File: config.mk
export PLATFORM = sky130hd
export DESIGN_NAME = kicker_rom_top
export DESIGN_NICKNAME = d
export VERILOG_FILES = /design/src/source/kicker_rom_pkg.sv /design/src/source/rom_dwnld.sv /design/src/source/prog_fifo.sv /design/src/source/sdram_sequencer.sv /design/src/source/rom_slot.sv /design/src/source/kicker_rom_top.sv
export VERILOG_INCLUDE_DIRS = /design/src /design/src/source
export SDC_FILE = /design/constraint.sdc
export NUM_CORES = 1
export LEC_CHECK = 0
export BUFFER_PORTS_ARGS = -buffer_cell sky130_fd_sc_hd__buf_2
export CAP_MARGIN = 20
export CORE_AREA = 4 4 227 229
export CTS_CLUSTER_SIZE = 30
export DETAILED_ROUTE_END_ITERATION = 12
export DIE_AREA = 0 0 231 233
export SYNTH_ARGS = -nofsm -noshare
export SYNTH_HDL_FRONTEND = slang
export SYNTH_SLANG_ARGS = --single-unit
File: constraint.sdc
create_clock -name clk -period 9.2 [get_ports clk]
set_input_delay 1.84 -clock clk [delete_from_list [all_inputs] [get_ports clk]]
set_output_delay 1.84 -clock clk [all_outputs]
set_load 0.02 [all_outputs]
File: src/source/kicker_rom_consts.svh
/* Region start addresses, PROM start, write FIFO depth
   and word address widths of the scroll and object slots */
`ifndef KICKER_ROM_CONSTS_SVH
`define KICKER_ROM_CONSTS_SVH

// SDRAM byte addresses of each region
// Main code sits below the scroll region
`define SCR_START  22'h00_8000
`define OBJ_START  22'h00_C000
`define PCM_START  22'h01_4000

// Loader byte address of the first PROM byte
// PROM bytes never reach SDRAM
`define PROM_START 25'h001_C000

// Pending SDRAM writes
`define PROG_FIFO_DEPTH 4

// Slot word address widths
// 16 kB of scroll tiles, 32 kB of object sprites
`define SCR_AW 13
`define OBJ_AW 14

`endif

File: src/source/kicker_rom_pkg.sv
/* Vector types of the ROM path and the SDRAM sequencer state encoding */
`default_nettype none

package kicker_rom_pkg;

    // Loader side
    typedef logic [7:0]  byte_t;
    typedef logic [24:0] ioctl_addr_t;
    typedef logic [10:0] prom_addr_t;

    // SDRAM side, word addressed
    typedef logic [15:0] word_t;
    typedef logic [21:0] sdram_addr_t;

    // Sequencer states
    typedef enum logic [1:0] {
        SEQ_IDLE,
        SEQ_WRITE,
        SEQ_READ_ACK,
        SEQ_READ_DATA
    } seq_state_t;

endpackage

`default_nettype wire

File: src/source/rom_dwnld.sv
/* Download translator: region decode, address swizzle,
   byte mask generation and PROM write routing */
`timescale 1ns/100ps
`default_nettype none
`include "kicker_rom_consts.svh"

module rom_dwnld
    import kicker_rom_pkg::*;
(
    input  wire logic        clk,
    input  wire logic        arst_n,
    input  wire ioctl_addr_t ioctl_addr,
    input  wire byte_t       ioctl_dout,
    input  wire logic        ioctl_wr,
    output sdram_addr_t      prog_addr,
    output word_t            prog_data,
    output logic [1:0]       prog_mask,
    output logic             push,
    output prom_addr_t       prom_addr,
    output byte_t            prom_data,
    output logic             prom_we
);

    logic [22:0] byte_addr;
    logic [22:0] swz_addr;
    ioctl_addr_t prom_off;
    logic        is_scr;
    logic        is_obj;
    logic        is_prom;

    assign byte_addr = ioctl_addr[22:0];
    assign prom_off  = ioctl_addr - `PROM_START;

    // Region decode
    assign is_prom = ioctl_addr >= `PROM_START;
    assign is_scr  = ioctl_addr[21:0] >= `SCR_START && ioctl_addr[21:0] < `OBJ_START;
    assign is_obj  = ioctl_addr[21:0] >= `OBJ_START && ioctl_addr[21:0] < `PCM_START;

    always_comb begin
        swz_addr = byte_addr;
        // Scroll tiles swap the two bytes of each word
        if (is_scr) begin
            swz_addr[0] = ~byte_addr[0];
        end
        // Object layout, bits 2:0 move up and bits 4:3 drop to the bottom inverted
        if (is_obj) begin
            swz_addr[4:0] = {byte_addr[2:0], ~byte_addr[4], ~byte_addr[3]};
        end
    end

    always_ff @(posedge clk or negedge arst_n) begin
        if (!arst_n) begin
            push    <= 1'b0;
            prom_we <= 1'b0;
        end else begin
            push    <= ioctl_wr && !is_prom;
            prom_we <= ioctl_wr && is_prom;
        end
    end

    // Payload captured on every loader strobe
    always_ff @(posedge clk) begin
        if (ioctl_wr) begin
            prog_addr <= swz_addr[22:1];
            prog_data <= {ioctl_dout, ioctl_dout};
            // Active low, odd bytes go to the upper half
            prog_mask <= swz_addr[0] ? 2'b01 : 2'b10;
            prom_addr <= prom_off[10:0];
            prom_data <= ioctl_dout;
        end
    end

    // Loader has no ready, the write FIFO relies on this spacing
    a_wr_spacing: assert property (
        @(posedge clk) disable iff (!arst_n)
        ioctl_wr |=> !ioctl_wr [*3]
    ) else $error("Loader writes closer than four cycles");

endmodule

`default_nettype wire

File: src/source/prog_fifo.sv
/* Write FIFO of pending SDRAM writes: word address, data and byte mask */
`timescale 1ns/100ps
`default_nettype none
`include "kicker_rom_consts.svh"

module prog_fifo
    import kicker_rom_pkg::*;
#(
    parameter int DEPTH = `PROG_FIFO_DEPTH
) (
    input  wire logic        clk,
    input  wire logic        arst_n,
    input  wire logic        push,
    input  wire sdram_addr_t din_addr,
    input  wire word_t       din_data,
    input  wire logic [1:0]  din_mask,
    input  wire logic        pop,
    output logic             empty,
    output sdram_addr_t      dout_addr,
    output word_t            dout_data,
    output logic [1:0]       dout_mask
);

    localparam int PW = $clog2(DEPTH);

    sdram_addr_t   addr_mem [DEPTH];
    word_t         data_mem [DEPTH];
    logic [1:0]    mask_mem [DEPTH];
    logic [PW-1:0] wr_ptr;
    logic [PW-1:0] rd_ptr;
    logic [PW:0]   count;
    logic          full;

    assign empty = count == '0;
    assign full  = count == (PW+1)'(DEPTH);

    // Head entry
    assign dout_addr = addr_mem[rd_ptr];
    assign dout_data = data_mem[rd_ptr];
    assign dout_mask = mask_mem[rd_ptr];

    always_ff @(posedge clk) begin
        if (push) begin
            addr_mem[wr_ptr] <= din_addr;
            data_mem[wr_ptr] <= din_data;
            mask_mem[wr_ptr] <= din_mask;
        end
    end

    // Pointers wrap on their own, DEPTH is a power of two
    always_ff @(posedge clk or negedge arst_n) begin
        if (!arst_n) begin
            wr_ptr <= '0;
            rd_ptr <= '0;
            count  <= '0;
        end else begin
            if (push) begin
                wr_ptr <= wr_ptr + 1'b1;
            end
            if (pop) begin
                rd_ptr <= rd_ptr + 1'b1;
            end
            case ({push, pop})
                2'b10:   count <= count + 1'b1;
                2'b01:   count <= count - 1'b1;
                default: count <= count;
            endcase
        end
    end

    a_no_overflow: assert property (
        @(posedge clk) disable iff (!arst_n)
        push |-> !full || pop
    ) else $error("Push into a full write FIFO");

    a_no_underflow: assert property (
        @(posedge clk) disable iff (!arst_n)
        pop |-> !empty
    ) else $error("Pop from an empty write FIFO");

endmodule

`default_nettype wire

File: src/source/sdram_sequencer.sv
/* SDRAM sequencer: drains the write FIFO during download,
   then serves the scroll and object slot reads round-robin */
`timescale 1ns/100ps
`default_nettype none

module sdram_sequencer
    import kicker_rom_pkg::*;
(
    input  wire logic        clk,
    input  wire logic        arst_n,
    input  wire logic        downloading,
    // Write FIFO head
    input  wire logic        fifo_empty,
    input  wire sdram_addr_t fifo_addr,
    input  wire word_t       fifo_data,
    input  wire logic [1:0]  fifo_mask,
    output logic             fifo_pop,
    // Read slots
    input  wire logic        scr_rd_req,
    input  wire sdram_addr_t scr_rd_addr,
    input  wire logic        obj_rd_req,
    input  wire sdram_addr_t obj_rd_addr,
    output logic             scr_rd_done,
    output logic             obj_rd_done,
    output word_t            rd_data,
    // SDRAM controller
    output logic             sdram_req,
    output logic             sdram_we,
    output sdram_addr_t      sdram_addr,
    output word_t            sdram_din,
    output logic [1:0]       sdram_mask,
    input  wire logic        sdram_ack,
    input  wire logic        data_rdy,
    input  wire word_t       data_read,
    output logic             dwnld_busy
);

    seq_state_t state;
    logic       last_obj;
    logic       rd_allow;
    logic       pick_obj;

    assign dwnld_busy = downloading || !fifo_empty;
    assign fifo_pop   = state == SEQ_WRITE && sdram_ack;

    // A slot still shows its request while the done pulse is out
    assign rd_allow = !downloading && !scr_rd_done && !obj_rd_done;
    // Object wins unless it was served last and scroll is waiting
    assign pick_obj = obj_rd_req && (!scr_rd_req || !last_obj);

    always_ff @(posedge clk or negedge arst_n) begin
        if (!arst_n) begin
            state       <= SEQ_IDLE;
            sdram_req   <= 1'b0;
            sdram_we    <= 1'b0;
            last_obj    <= 1'b0;
            scr_rd_done <= 1'b0;
            obj_rd_done <= 1'b0;
        end else begin
            scr_rd_done <= 1'b0;
            obj_rd_done <= 1'b0;
            case (state)
                SEQ_IDLE: begin
                    // Writes first
                    if (!fifo_empty) begin
                        state     <= SEQ_WRITE;
                        sdram_req <= 1'b1;
                        sdram_we  <= 1'b1;
                    end else if (rd_allow && (scr_rd_req || obj_rd_req)) begin
                        state     <= SEQ_READ_ACK;
                        sdram_req <= 1'b1;
                        sdram_we  <= 1'b0;
                        last_obj  <= pick_obj;
                    end
                end
                SEQ_WRITE: begin
                    if (sdram_ack) begin
                        state     <= SEQ_IDLE;
                        sdram_req <= 1'b0;
                        sdram_we  <= 1'b0;
                    end
                end
                SEQ_READ_ACK: begin
                    if (sdram_ack) begin
                        state     <= SEQ_READ_DATA;
                        sdram_req <= 1'b0;
                    end
                end
                SEQ_READ_DATA: begin
                    if (data_rdy) begin
                        state       <= SEQ_IDLE;
                        scr_rd_done <= !last_obj;
                        obj_rd_done <= last_obj;
                    end
                end
                default: state <= SEQ_IDLE;
            endcase
        end
    end

    // Request payload, only loaded in idle
    always_ff @(posedge clk) begin
        if (state == SEQ_IDLE) begin
            if (!fifo_empty) begin
                sdram_addr <= fifo_addr;
                sdram_din  <= fifo_data;
                sdram_mask <= fifo_mask;
            end else begin
                sdram_addr <= pick_obj ? obj_rd_addr : scr_rd_addr;
                sdram_mask <= 2'b00;
            end
        end
        if (state == SEQ_READ_DATA && data_rdy) begin
            rd_data <= data_read;
        end
    end

    a_req_hold: assert property (
        @(posedge clk) disable iff (!arst_n)
        sdram_req && !sdram_ack |=> sdram_req && $stable(sdram_addr) && $stable(sdram_we)
    ) else $error("SDRAM request changed before ack");

endmodule

`default_nettype wire

File: src/source/rom_slot.sv
/* Cached ROM read slot, one word deep, with region offset */
`timescale 1ns/100ps
`default_nettype none

module rom_slot
    import kicker_rom_pkg::*;
#(
    parameter int          AW     = 13,
    parameter sdram_addr_t OFFSET = '0
) (
    input  wire logic          clk,
    input  wire logic          arst_n,
    input  wire logic          cs,
    input  wire logic [AW-1:0] addr,
    output logic               ok,
    output word_t              dout,
    output logic               rd_req,
    output sdram_addr_t        rd_addr,
    input  wire logic          rd_done,
    input  wire word_t         rd_data
);

    logic [AW-1:0] cached_addr;
    logic [AW-1:0] pend_addr;
    logic          valid;
    logic          hit;
    logic          start;

    assign hit   = valid && cached_addr == addr;
    assign ok    = cs && hit;
    // New fetch only when nothing is outstanding
    assign start = cs && !hit && !rd_req;

    assign rd_addr = OFFSET + sdram_addr_t'(pend_addr);

    always_ff @(posedge clk or negedge arst_n) begin
        if (!arst_n) begin
            rd_req <= 1'b0;
            valid  <= 1'b0;
        end else if (rd_done) begin
            rd_req <= 1'b0;
            valid  <= 1'b1;
        end else if (start) begin
            rd_req <= 1'b1;
        end
    end

    // Cache line and the address being fetched
    always_ff @(posedge clk) begin
        if (rd_done) begin
            cached_addr <= pend_addr;
            dout        <= rd_data;
        end else if (start) begin
            pend_addr <= addr;
        end
    end

    // Sequencer must route each done to the slot that asked
    a_done_owned: assert property (
        @(posedge clk) disable iff (!arst_n)
        rd_done |-> rd_req
    ) else $error("Read done without an outstanding request");

endmodule

`default_nettype wire

File: src/source/kicker_rom_top.sv
/* ROM path top: download translator, write FIFO,
   SDRAM sequencer and the scroll and object slots */
`timescale 1ns/100ps
`default_nettype none
`include "kicker_rom_consts.svh"

module kicker_rom_top
    import kicker_rom_pkg::*;
(
    input  wire logic               clk,
    input  wire logic               arst_n,
    // Loader
    input  wire logic               downloading,
    input  wire ioctl_addr_t        ioctl_addr,
    input  wire byte_t              ioctl_dout,
    input  wire logic               ioctl_wr,
    output prom_addr_t              prom_addr,
    output byte_t                   prom_data,
    output logic                    prom_we,
    output logic                    dwnld_busy,
    // Scroll and object ROM reads
    input  wire logic               scr_cs,
    input  wire logic [`SCR_AW-1:0] scr_addr,
    output logic                    scr_ok,
    output word_t                   scr_data,
    input  wire logic               obj_cs,
    input  wire logic [`OBJ_AW-1:0] obj_addr,
    output logic                    obj_ok,
    output word_t                   obj_data,
    // SDRAM
    output logic                    sdram_req,
    output logic                    sdram_we,
    output sdram_addr_t             sdram_addr,
    output word_t                   sdram_din,
    output logic [1:0]              sdram_mask,
    input  wire logic               sdram_ack,
    input  wire logic               data_rdy,
    input  wire word_t              data_read
);

    // Slot offsets in SDRAM words
    localparam sdram_addr_t SCR_OFFSET = sdram_addr_t'(`SCR_START >> 1);
    localparam sdram_addr_t OBJ_OFFSET = sdram_addr_t'(`OBJ_START >> 1);

    sdram_addr_t prog_addr;
    word_t       prog_data;
    logic [1:0]  prog_mask;
    logic        push;

    logic        fifo_empty;
    sdram_addr_t fifo_addr;
    word_t       fifo_data;
    logic [1:0]  fifo_mask;
    logic        fifo_pop;

    logic        scr_rd_req;
    sdram_addr_t scr_rd_addr;
    logic        scr_rd_done;
    logic        obj_rd_req;
    sdram_addr_t obj_rd_addr;
    logic        obj_rd_done;
    word_t       rd_data;

    rom_dwnld u_dwnld (
        .clk        (clk),
        .arst_n     (arst_n),
        .ioctl_addr (ioctl_addr),
        .ioctl_dout (ioctl_dout),
        .ioctl_wr   (ioctl_wr),
        .prog_addr  (prog_addr),
        .prog_data  (prog_data),
        .prog_mask  (prog_mask),
        .push       (push),
        .prom_addr  (prom_addr),
        .prom_data  (prom_data),
        .prom_we    (prom_we)
    );

    prog_fifo #(
        .DEPTH (`PROG_FIFO_DEPTH)
    ) u_fifo (
        .clk       (clk),
        .arst_n    (arst_n),
        .push      (push),
        .din_addr  (prog_addr),
        .din_data  (prog_data),
        .din_mask  (prog_mask),
        .pop       (fifo_pop),
        .empty     (fifo_empty),
        .dout_addr (fifo_addr),
        .dout_data (fifo_data),
        .dout_mask (fifo_mask)
    );

    sdram_sequencer u_seq (
        .clk         (clk),
        .arst_n      (arst_n),
        .downloading (downloading),
        .fifo_empty  (fifo_empty),
        .fifo_addr   (fifo_addr),
        .fifo_data   (fifo_data),
        .fifo_mask   (fifo_mask),
        .fifo_pop    (fifo_pop),
        .scr_rd_req  (scr_rd_req),
        .scr_rd_addr (scr_rd_addr),
        .obj_rd_req  (obj_rd_req),
        .obj_rd_addr (obj_rd_addr),
        .scr_rd_done (scr_rd_done),
        .obj_rd_done (obj_rd_done),
        .rd_data     (rd_data),
        .sdram_req   (sdram_req),
        .sdram_we    (sdram_we),
        .sdram_addr  (sdram_addr),
        .sdram_din   (sdram_din),
        .sdram_mask  (sdram_mask),
        .sdram_ack   (sdram_ack),
        .data_rdy    (data_rdy),
        .data_read   (data_read),
        .dwnld_busy  (dwnld_busy)
    );

    rom_slot #(
        .AW     (`SCR_AW),
        .OFFSET (SCR_OFFSET)
    ) u_scr (
        .clk     (clk),
        .arst_n  (arst_n),
        .cs      (scr_cs),
        .addr    (scr_addr),
        .ok      (scr_ok),
        .dout    (scr_data),
        .rd_req  (scr_rd_req),
        .rd_addr (scr_rd_addr),
        .rd_done (scr_rd_done),
        .rd_data (rd_data)
    );

    rom_slot #(
        .AW     (`OBJ_AW),
        .OFFSET (OBJ_OFFSET)
    ) u_obj (
        .clk     (clk),
        .arst_n  (arst_n),
        .cs      (obj_cs),
        .addr    (obj_addr),
        .ok      (obj_ok),
        .dout    (obj_data),
        .rd_req  (obj_rd_req),
        .rd_addr (obj_rd_addr),
        .rd_done (obj_rd_done),
        .rd_data (rd_data)
    );

endmodule

`default_nettype wire

After elaboration in Yosys (flattened, before gate mapping) --
Memories as Yosys holds them, arrays and structs flattened. A register that Yosys moved wholly into a read port is not among the register bits. Index checks and enable logic that the tools add are counted.
Storage, ports and cells: output and inout port bits 97, input bits 84, RAM bits 160, word-level logic and storage cells 136, memories 3, memory bits (read-only) 0, bits in latches 0, register bits 203
Memory list:
- u_fifo.addr_mem | words 4, width 22, read ports 1, clocked after memory_dff 0, wr ports 1, RTL line prog_fifo.sv:26 | sdram_addr_t addr_mem [DEPTH];
- u_fifo.data_mem | words 4, width 16, read ports 1, clocked after memory_dff 1, wr ports 1, RTL line prog_fifo.sv:27 | word_t data_mem [DEPTH];
- u_fifo.mask_mem | words 4, width 2, read ports 1, clocked after memory_dff 1, wr ports 1, RTL line prog_fifo.sv:28 | logic [1:0] mask_mem [DEPTH];
Cells by class: muxes and demuxes 29, shift operators 0, divide/modulo/power cells 0, add/sub/neg operators 7, reduce and logical (&&, ||, !) cells 46, multipliers 0, equal/unequal tests 12, magnitude comparators 5, bitwise logic cells 6
Operators with widths (number):
- >= comparator 22 x 16 -> 1 bit, second input constant | 2
- two-way mux 22 bit | 2
- >= comparator 25 x 17 -> 1 bit, second input constant | 1
- less-than comparator 22 x 16 -> 1 bit, second input constant | 1
- less-than comparator 22 x 17 -> 1 bit, second input constant | 1
- logical AND 1 bit | 18
- adder 15 x 13 -> 16 bit, first input constant | 1
- adder 15 x 14 -> 16 bit, first input constant | 1
- two-way mux 1 bit | 16
- == test 14 bit | 1
- == test 13 bit | 1
- two-way mux 2 bit | 6
- subtractor 11 x 1 -> 11 bit, second input constant | 1
- zero test 1 bit | 10
- nonzero test 2 bit | 5
- AND reduction 3 bit | 3
- one-hot mux 2 bit (4 select lines) | 1
- == test 2 bit, second input constant | 3
- != test 2 bit, second input constant | 3
- NOT 1 bit | 6
- one-hot mux 3 bit (2 select lines) | 1
- AND reduction 2 bit | 3
- two-way mux 5 bit | 1
- adder 2 x 1 -> 2 bit, second input constant | 2
- 11 further kinds | 15

Longest topological paths before layout --
Gate-level depths: netlist of run 1.
depth after elaboration 7, gate-level depth with buffers 9, gate-level depth less buffers 9

By module --
A second synthesis of run 1 with hierarchy kept.
Second synthesis, totals: cells, all modules 691, area, all modules 13669.4 um^2
By module, submodules not included:
- prog_fifo | cells an instance 246, area each 6216.0 um^2, sequential area each 4979.8 um^2, instances 1
- sdram_sequencer | cells an instance 182, area each 2636.3 um^2, sequential area each 1856.8 um^2, instances 1
- rom_slot (u_obj) | cells an instance 80, area each 1626.6 um^2, sequential area each 1371.3 um^2, instances 1
- rom_dwnld | cells an instance 104, area each 1619.1 um^2, sequential area each 1161.1 um^2, instances 1
- rom_slot (u_scr) | cells an instance 79, area each 1571.5 um^2, sequential area each 1311.3 um^2, instances 1

Worst setup path before layout of run 1 --
No wires, ideal clock.
path type input to output, from input port obj_addr[6], to output port obj_ok, path buffers 0, required time 7.360 ns, data arrival time 2.728 ns, path slack 4.632 ns, stages on the path 4, cell sequence xnor2_1 nand4_1 nor4_1 and2_1
On the way: longest elaborated chain between the ends 3
RTL lines:
- start, declared | RTL line kicker_rom_top.sv:27 | input wire logic [`OBJ_AW-1:0] obj_addr,
- == test 14 bit | RTL line rom_slot.sv:29 | assign hit = valid && cached_addr == addr;
- logical AND 1 bit | RTL line rom_slot.sv:29
- logical AND 1 bit | RTL line rom_slot.sv:30 | assign ok = cs && hit;
- end, declared | RTL line kicker_rom_top.sv:28 | output logic obj_ok,
Every way passes these cells.

Final worst setup path of run 1 --
Ends and elaborated chain as after synthesis.

==> results of run 1 <==
per-stage QoR:
| step | hold slack [ps] | area, µm² | setup WS, ps | util (%) |
|---|---|---|---|---|
| after global routing | 462.5 | 14690 | 3951 | 29.58 |
| final | 446.5 | 14690 | 4091 | 29.58 |
| after detailed placement | 431.5 | 13430 | 4039 | 27.04 |
| after CTS | 446.1 | 14690 | 4053 | 29.58 |
| after floorplan | 421.5 | 11770 | 4632 | - |
| after global placement | 423.0 | 13430 | 4106 | 27.04 |
cell type report:
type | instances | area, µm²
clock buffers | 43 | 958.4
clock inverters | 25 | 304.0
fillers | 4951 | 34970
inverters | 14 | 52.55
multi-input cells | 217 | 2085
flip-flops and latches | 319 | 9482
well taps | 672 | 840.8
repair buffers | 189 | 968.4
cell usage after synthesis, drive strengths merged, types with 2 or more instances:
cell and instances:
nand3 5, ha 10, nor2b 3, mux2i 17
a21oi 4, nand4 6, o22ai 2, nor2 7
o21ai 20, nand2 27, and2 16, clkbuf 6
nor3 3, buf 21, nand2b 3, or3 2
or2 2, dfrtp 20, xor2 4, nor4 4
mux2 4, mux4 32, inv 14, edfxtp 299
xnor2 29
logic make-up after synthesis:
family | count (synthesis) | synth area share (%)
XOR/XNOR | 33 | 2.456
AO/OA/AOI/OAI | 37 | 2.127
AND/OR/NAND/NOR | 83 | 3.838
multiplexers | 53 | 7.953
flip-flops | 319 | 80.55
buffers and inverters | 41 | 1.839
adder cells (fa/ha/maj) | 11 | 1.233
report_power, final:
group | total [W] | leakage [nW] | switching (W) | internal [W]
combinational | 0.000857 | 1.55 | 0.000523 | 0.000334
sequential | 0.00190 | 2.98 | 0.000110 | 0.00179
clock | 0.00150 | 0.602 | 0.000604 | 0.000900
total | 0.00426 | 5.14 | 0.00124 | 0.00302
sequential cells by signal, indices dropped and copies added, names as in the netlist, 10 cells and up:
name,flops
u_dwnld.prog_addr,17
u_dwnld.prom_addr,10
u_fifo.addr_mem,88
u_fifo.data_mem,32
u_obj.cached_addr,14
u_obj.dout,16
u_obj.pend_addr,14
u_scr.cached_addr,13
u_scr.dout,16
u_scr.pend_addr,13
u_seq.rd_data,16
u_seq.sdram_addr,22
path summary, 6_finish.rpt:
check                                        from             endpoint  slack, ps  depth (start not counted)
worst max-delay path                  obj_addr[6]               obj_ok       4090                          6
worst min register to register  u_seq.rd_data[14]       u_obj.dout[14]        450                          0
min in group asynchronous                  arst_n         u_obj.rd_req       1280                          1
worst min-delay path            u_seq.rd_data[14]       u_obj.dout[14]        450                          0
max in group asynchronous                  arst_n     u_fifo.rd_ptr[0]       7490                          1
worst max register to register   u_fifo.rd_ptr[0]  u_seq.sdram_addr[2]       7000                          4
metal layers:
metal	track usage, %	up-vias
met5	0	-
met2	15.12	192
met1	13.11	2918
li1	-	2659
met4	2.800	2
met3	3.367	49
==> impl_metrics.ini, run 1 <==
[clock_network]
cts_setup_buffers = 0
clock_path_buffers = 3
clkSinkCount = 319
h-tree-depth = 2
cts_resized = 0
insertion_delay_ps = 550
postCtsHoldBufs = 0
clk_transition_reported_paths_ps = 60
numCtsBuffers = 37
cts_tree = built
root_buffer = clkbuf_16

[cells_and_area]
instances_no_fill = 1479
insertedDiodeCount = 0
final_common_cell = edfxtp_1
mostFrequentLayoutCells = edfxtp_1 (299), buf_2 (180), clkbuf_16 (37)
syn_to_final_growth_pct = 24.84
fin_nets = 873
drive_above_1_share_pct = 37.42

[timing]
finalMaxSlewViolations = 0
max_freq_mhz = 195.7
finalHoldViolCount = 0
clock_skew_ps = 10.74
setup_viol = 0
finalCritPeriodShare_pct = 55.54
rsz0062_at_grt = false
setup_tns_ps = 0
post-route-min-period_ps = 5109
relSlewSlack_pct = 30.56
tightest_slew_ps = 1042

[worst_setup_path]
cp-start-kind = primary input
crit_top_cell = buf_2
worstPathMaxFanout = 3
crit_chain = buf_2, xnor2_1, nand4_1, nor4_1, and2_1, buf_2
critical_path_arrival_ps = 3270
cpMaxStageDelayCell = nor4_1
max_stage_delay_ps = 540
critPathBufInv = 2
setup.worst_path.class = in2out
cp_data_required_time_ps = 7360
crit_family = simple AND/OR/NAND/NOR gates
endpoint_kind = primary output

[die]
die_h_um = 233
num_io_pins = 181
num_rows = 82
die_w_um = 231
dieArea_mm2 = 0.05382
start_util_pct = 23.70
core_area_mm2 = 0.04966

[route]
met3_wirelength_mm = 1.880
drt_iter0_markers = 384
vias = 5820
wl_mm = 26.77
drt-vias-per-instance = 3.935
ant_nets = 0
drcViolationCount = 0
highest_layer = met5
firstDrtPassIters = 4
wl_met2_mm = 12.19
avgRoutedWirePerCell_um = 18.10
m1WireLength_mm = 12.11

[global_route]
grtUsageTotal_pct = 9.780
gr-total-overflow = 0
antenna_found_initial = 2
grt_max_degree = 41
grt_pass1_wl_mm = 38.70
grt_pass1_vias = 5980

[yosys]
synth_cell_types = 47
ys_seq_area_share_pct = 80.55
synth_top_flop_cell = edfxtp_1
yosysTopAreaCellShare_pct = 76.30
synth_warnings = 0
synthArstFlopShare_pct = 6.270
synth-seq-cells = 319
synth_cells = 577
synth_edf_count = 299
syn_nets = 672
syn_avg_cell_area_um2 = 20.39
synth_top_area_cell = edfxtp_1
synth_area_mm2 = 0.01177
synth_area_leaders = edfxtp_1 (76%), mux4_2 (6.1%), dfrtp_1 (4.3%), xnor2_1 (2.2%), mux2i_1 (1.4%)

[power]
p_total_w = 0.004258
vdd_drop_max_uv = 159.0
p_leak_nw = 5.139
p_per_area_mw_per_mm2 = 289.8

[job]
maxCapViolations = 0

[hold_path]
holdCritPathClass = reg2reg

[placement]
place_hpwl_mm = 17.57
io_buffers = 180
place_inst = 1411
gp_congestion = 0.7329

[outcome]
status = complete, no violations
Note: power is estimated with default switching activity, not from simulation.
==> run 2, diff against run 1 <==
- clock period: 9.2 -> 4.5 ns (I/O delays scaled with it)
==> run 2 against run 1 <==
  * Non-clock buffer count increased by 1
  * Routed wire length hardly changed
  * Count of clock-buffer cells in the layout grew 5
  * Clock skew up 4.0 ps
  * Total power increased by 98%
  * Critical endpoint unchanged
  * Sequential cell count unchanged
  * Hold slack lost 100 ps
  * Register-to-register slack lost 4800 ps
  * Utilization down 0.21 points
  * Final cell count is 0.14% higher
  * Critical path depth is the same
==> impl_metrics.ini, run 2 (synthesized netlist as in run 1, its figures left out) <==
[outcome]
status = complete, no violations

[global_route]
grt_util_met2_pct = 15.24
use_met1_pct = 13.41
gr-total-overflow = 0
grt_max_degree = 35
grt_pass1_wl_mm = 39.03
gr-max-usage-layer = met2
gr-usage-met3_pct = 2.547
grtUsageTotal_pct = 9.825
antenna_found_initial = 1
grt_pass1_vias = 6047

[cells_and_area]
drive_above_1_share_pct = 36.59
final_common_cell = edfxtp_1
largest-register = u_fifo.addr_mem
insertedDiodeCount = 0
fillers = 4950
largest_reg_flops = 88
fin_nets = 875
reg_top3 = u_fifo.addr_mem x88, u_fifo.data_mem x32, u_seq.sdram_addr x22
mostFrequentLayoutCells = edfxtp_1 (299), buf_2 (180), clkbuf_16 (39)
syn_to_final_growth_pct = 23.93

[die]
start_util_pct = 23.70
dieArea_mm2 = 0.05382
num_io_pins = 181
die_h_um = 233
num_rows = 82
die_w_um = 231
core_area_mm2 = 0.04966

[timing]
setup_tns_ps = 0
finalCritPeriodShare_pct = 71.39
setup_viol = 0
max_freq_mhz = 311.3
tightest_slew_ps = 1007
fin_hold_ws_ps = 346.8
clock_skew_ps = 14.73
post-route-min-period_ps = 3212
finalHoldViolCount = 0
finalMaxSlewViolations = 0
relSlewSlack_pct = 32.85
rsz0062_at_grt = false

[clock_network]
root_buffer = clkbuf_16
insertion_delay_ps = 550
cts_resized = 0
numCtsBuffers = 38
cts_tree = built
cts_setup_buffers = 0
h-tree-depth = 2
clk_transition_reported_paths_ps = 60
clkSinkCount = 319
clock_path_buffers = 3
postCtsHoldBufs = 0

[route]
wl_mm = 26.75
drcViolationCount = 0
drt-vias-per-instance = 3.958
ant_nets = 0
drt_iter0_markers = 405
firstDrtPassIters = 4
vias = 5862
avgRoutedWirePerCell_um = 18.06

[power]
vdd_drop_max_uv = 353.4
combPwrFrac_pct = 20.4
internal_power_w = 0.005948
switching_share_pct = 29.55
power_frac_clock_pct = 33.2
p_total_w = 0.008443
p_per_area_mw_per_mm2 = 579.0
seqPwrFrac_pct = 46.4
p_leak_nw = 5.084
power_switching_w = 0.002495

[placement]
place_hpwl_mm = 17.72
gp_congestion = 0.7366
io_buffers = 180

[hold_path]
holdCritPathClass = in2async

[worst_setup_path]
endpoint_kind = primary output
critical_path_arrival_ps = 2310
worstPathMaxFanout = 3
cp_data_required_time_ps = 3600
cp-start-kind = primary input
setup.worst_path.class = in2out

[job]
maxCapViolations = 0
==> run 2: cell types whose count changed in the layout (fill, tap and decap cells not counted), moves of 2 or more <==
cell        before  now
inv_6            2    0
clkbuf_1         5    9
clkinv_1         4    7
clkinv_4         5    0
bufinv_16        5    0
clkbuf_16       37   39
clkinv_2         3    5
clkinvlp_4       4    6
==> run 2: stage by stage <==
step	util, %	setup slack [ps]	std cells	area, µm²
floorplan	-	1368	577	11770
global placement	27.05	1255	1412	13430
detailed placement	27.05	1267	1412	13430
CTS	29.37	1264	1481	14580
global route	29.37	1132	1481	14580
finish	29.37	1288	1481	14580
==> run 2: final timing paths <==
path                                       start             endpoint  slack [ps]  cells past startpoint
worst max-delay path                 obj_addr[6]               obj_ok        1290                      6
worst min-delay path                      arst_n         u_scr.rd_req         350                      1
worst max register to register  u_fifo.rd_ptr[0]  u_seq.sdram_addr[2]        2200                      4
worst min register to register  u_seq.rd_data[9]        u_scr.dout[9]         440                      0
max in group asynchronous                 arst_n     u_fifo.rd_ptr[0]        3750                      1
min in group clk                u_seq.rd_data[9]        u_scr.dout[9]         440                      0
==> run 2: layer usage <==
layer / share of wire (%) / vias up
met5: 0 / -
met4: 2.5 / 0
met3: 6.3 / 48
met2: 45 / 193
met1: 46 / 2960
li1: - / 2661
==> run 2: final cells by class <==
class / count / area (µm²) / share of cell area, %
Clock inverter: 21 / 140.1 / 0.9609
Inverter: 14 / 52.55 / 0.3603
Tap cell: 672 / 840.8 / 5.765
Clock buffer: 48 / 1010 / 6.923
Multi-Input combinational cell: 217 / 2083 / 14.28
Sequential cell: 319 / 9482 / 65.01
Timing Repair Buffer: 190 / 975.9 / 6.692
==> run 2: power by group through the flow <==
stage | Combinational (W) | Clock [W] | Sequential [W]
after global placement | 0.00175 | 0 | 0.00399
final | 0.00172 | 0.00281 | 0.00392
after detailed placement | 0.00177 | 0 | 0.00400
after global routing | 0.00188 | 0.00305 | 0.00397
after floorplan | 0.00101 | 0 | 0.00407
after CTS | 0.00177 | 0.00292 | 0.00394
==> run 2: worst max-delay path, stage by stage <==
cell and delay, ps:
buf_2 140, xnor2_1 250, nand4_1 130, nor4_1 550, and2_1 200, buf_2 160
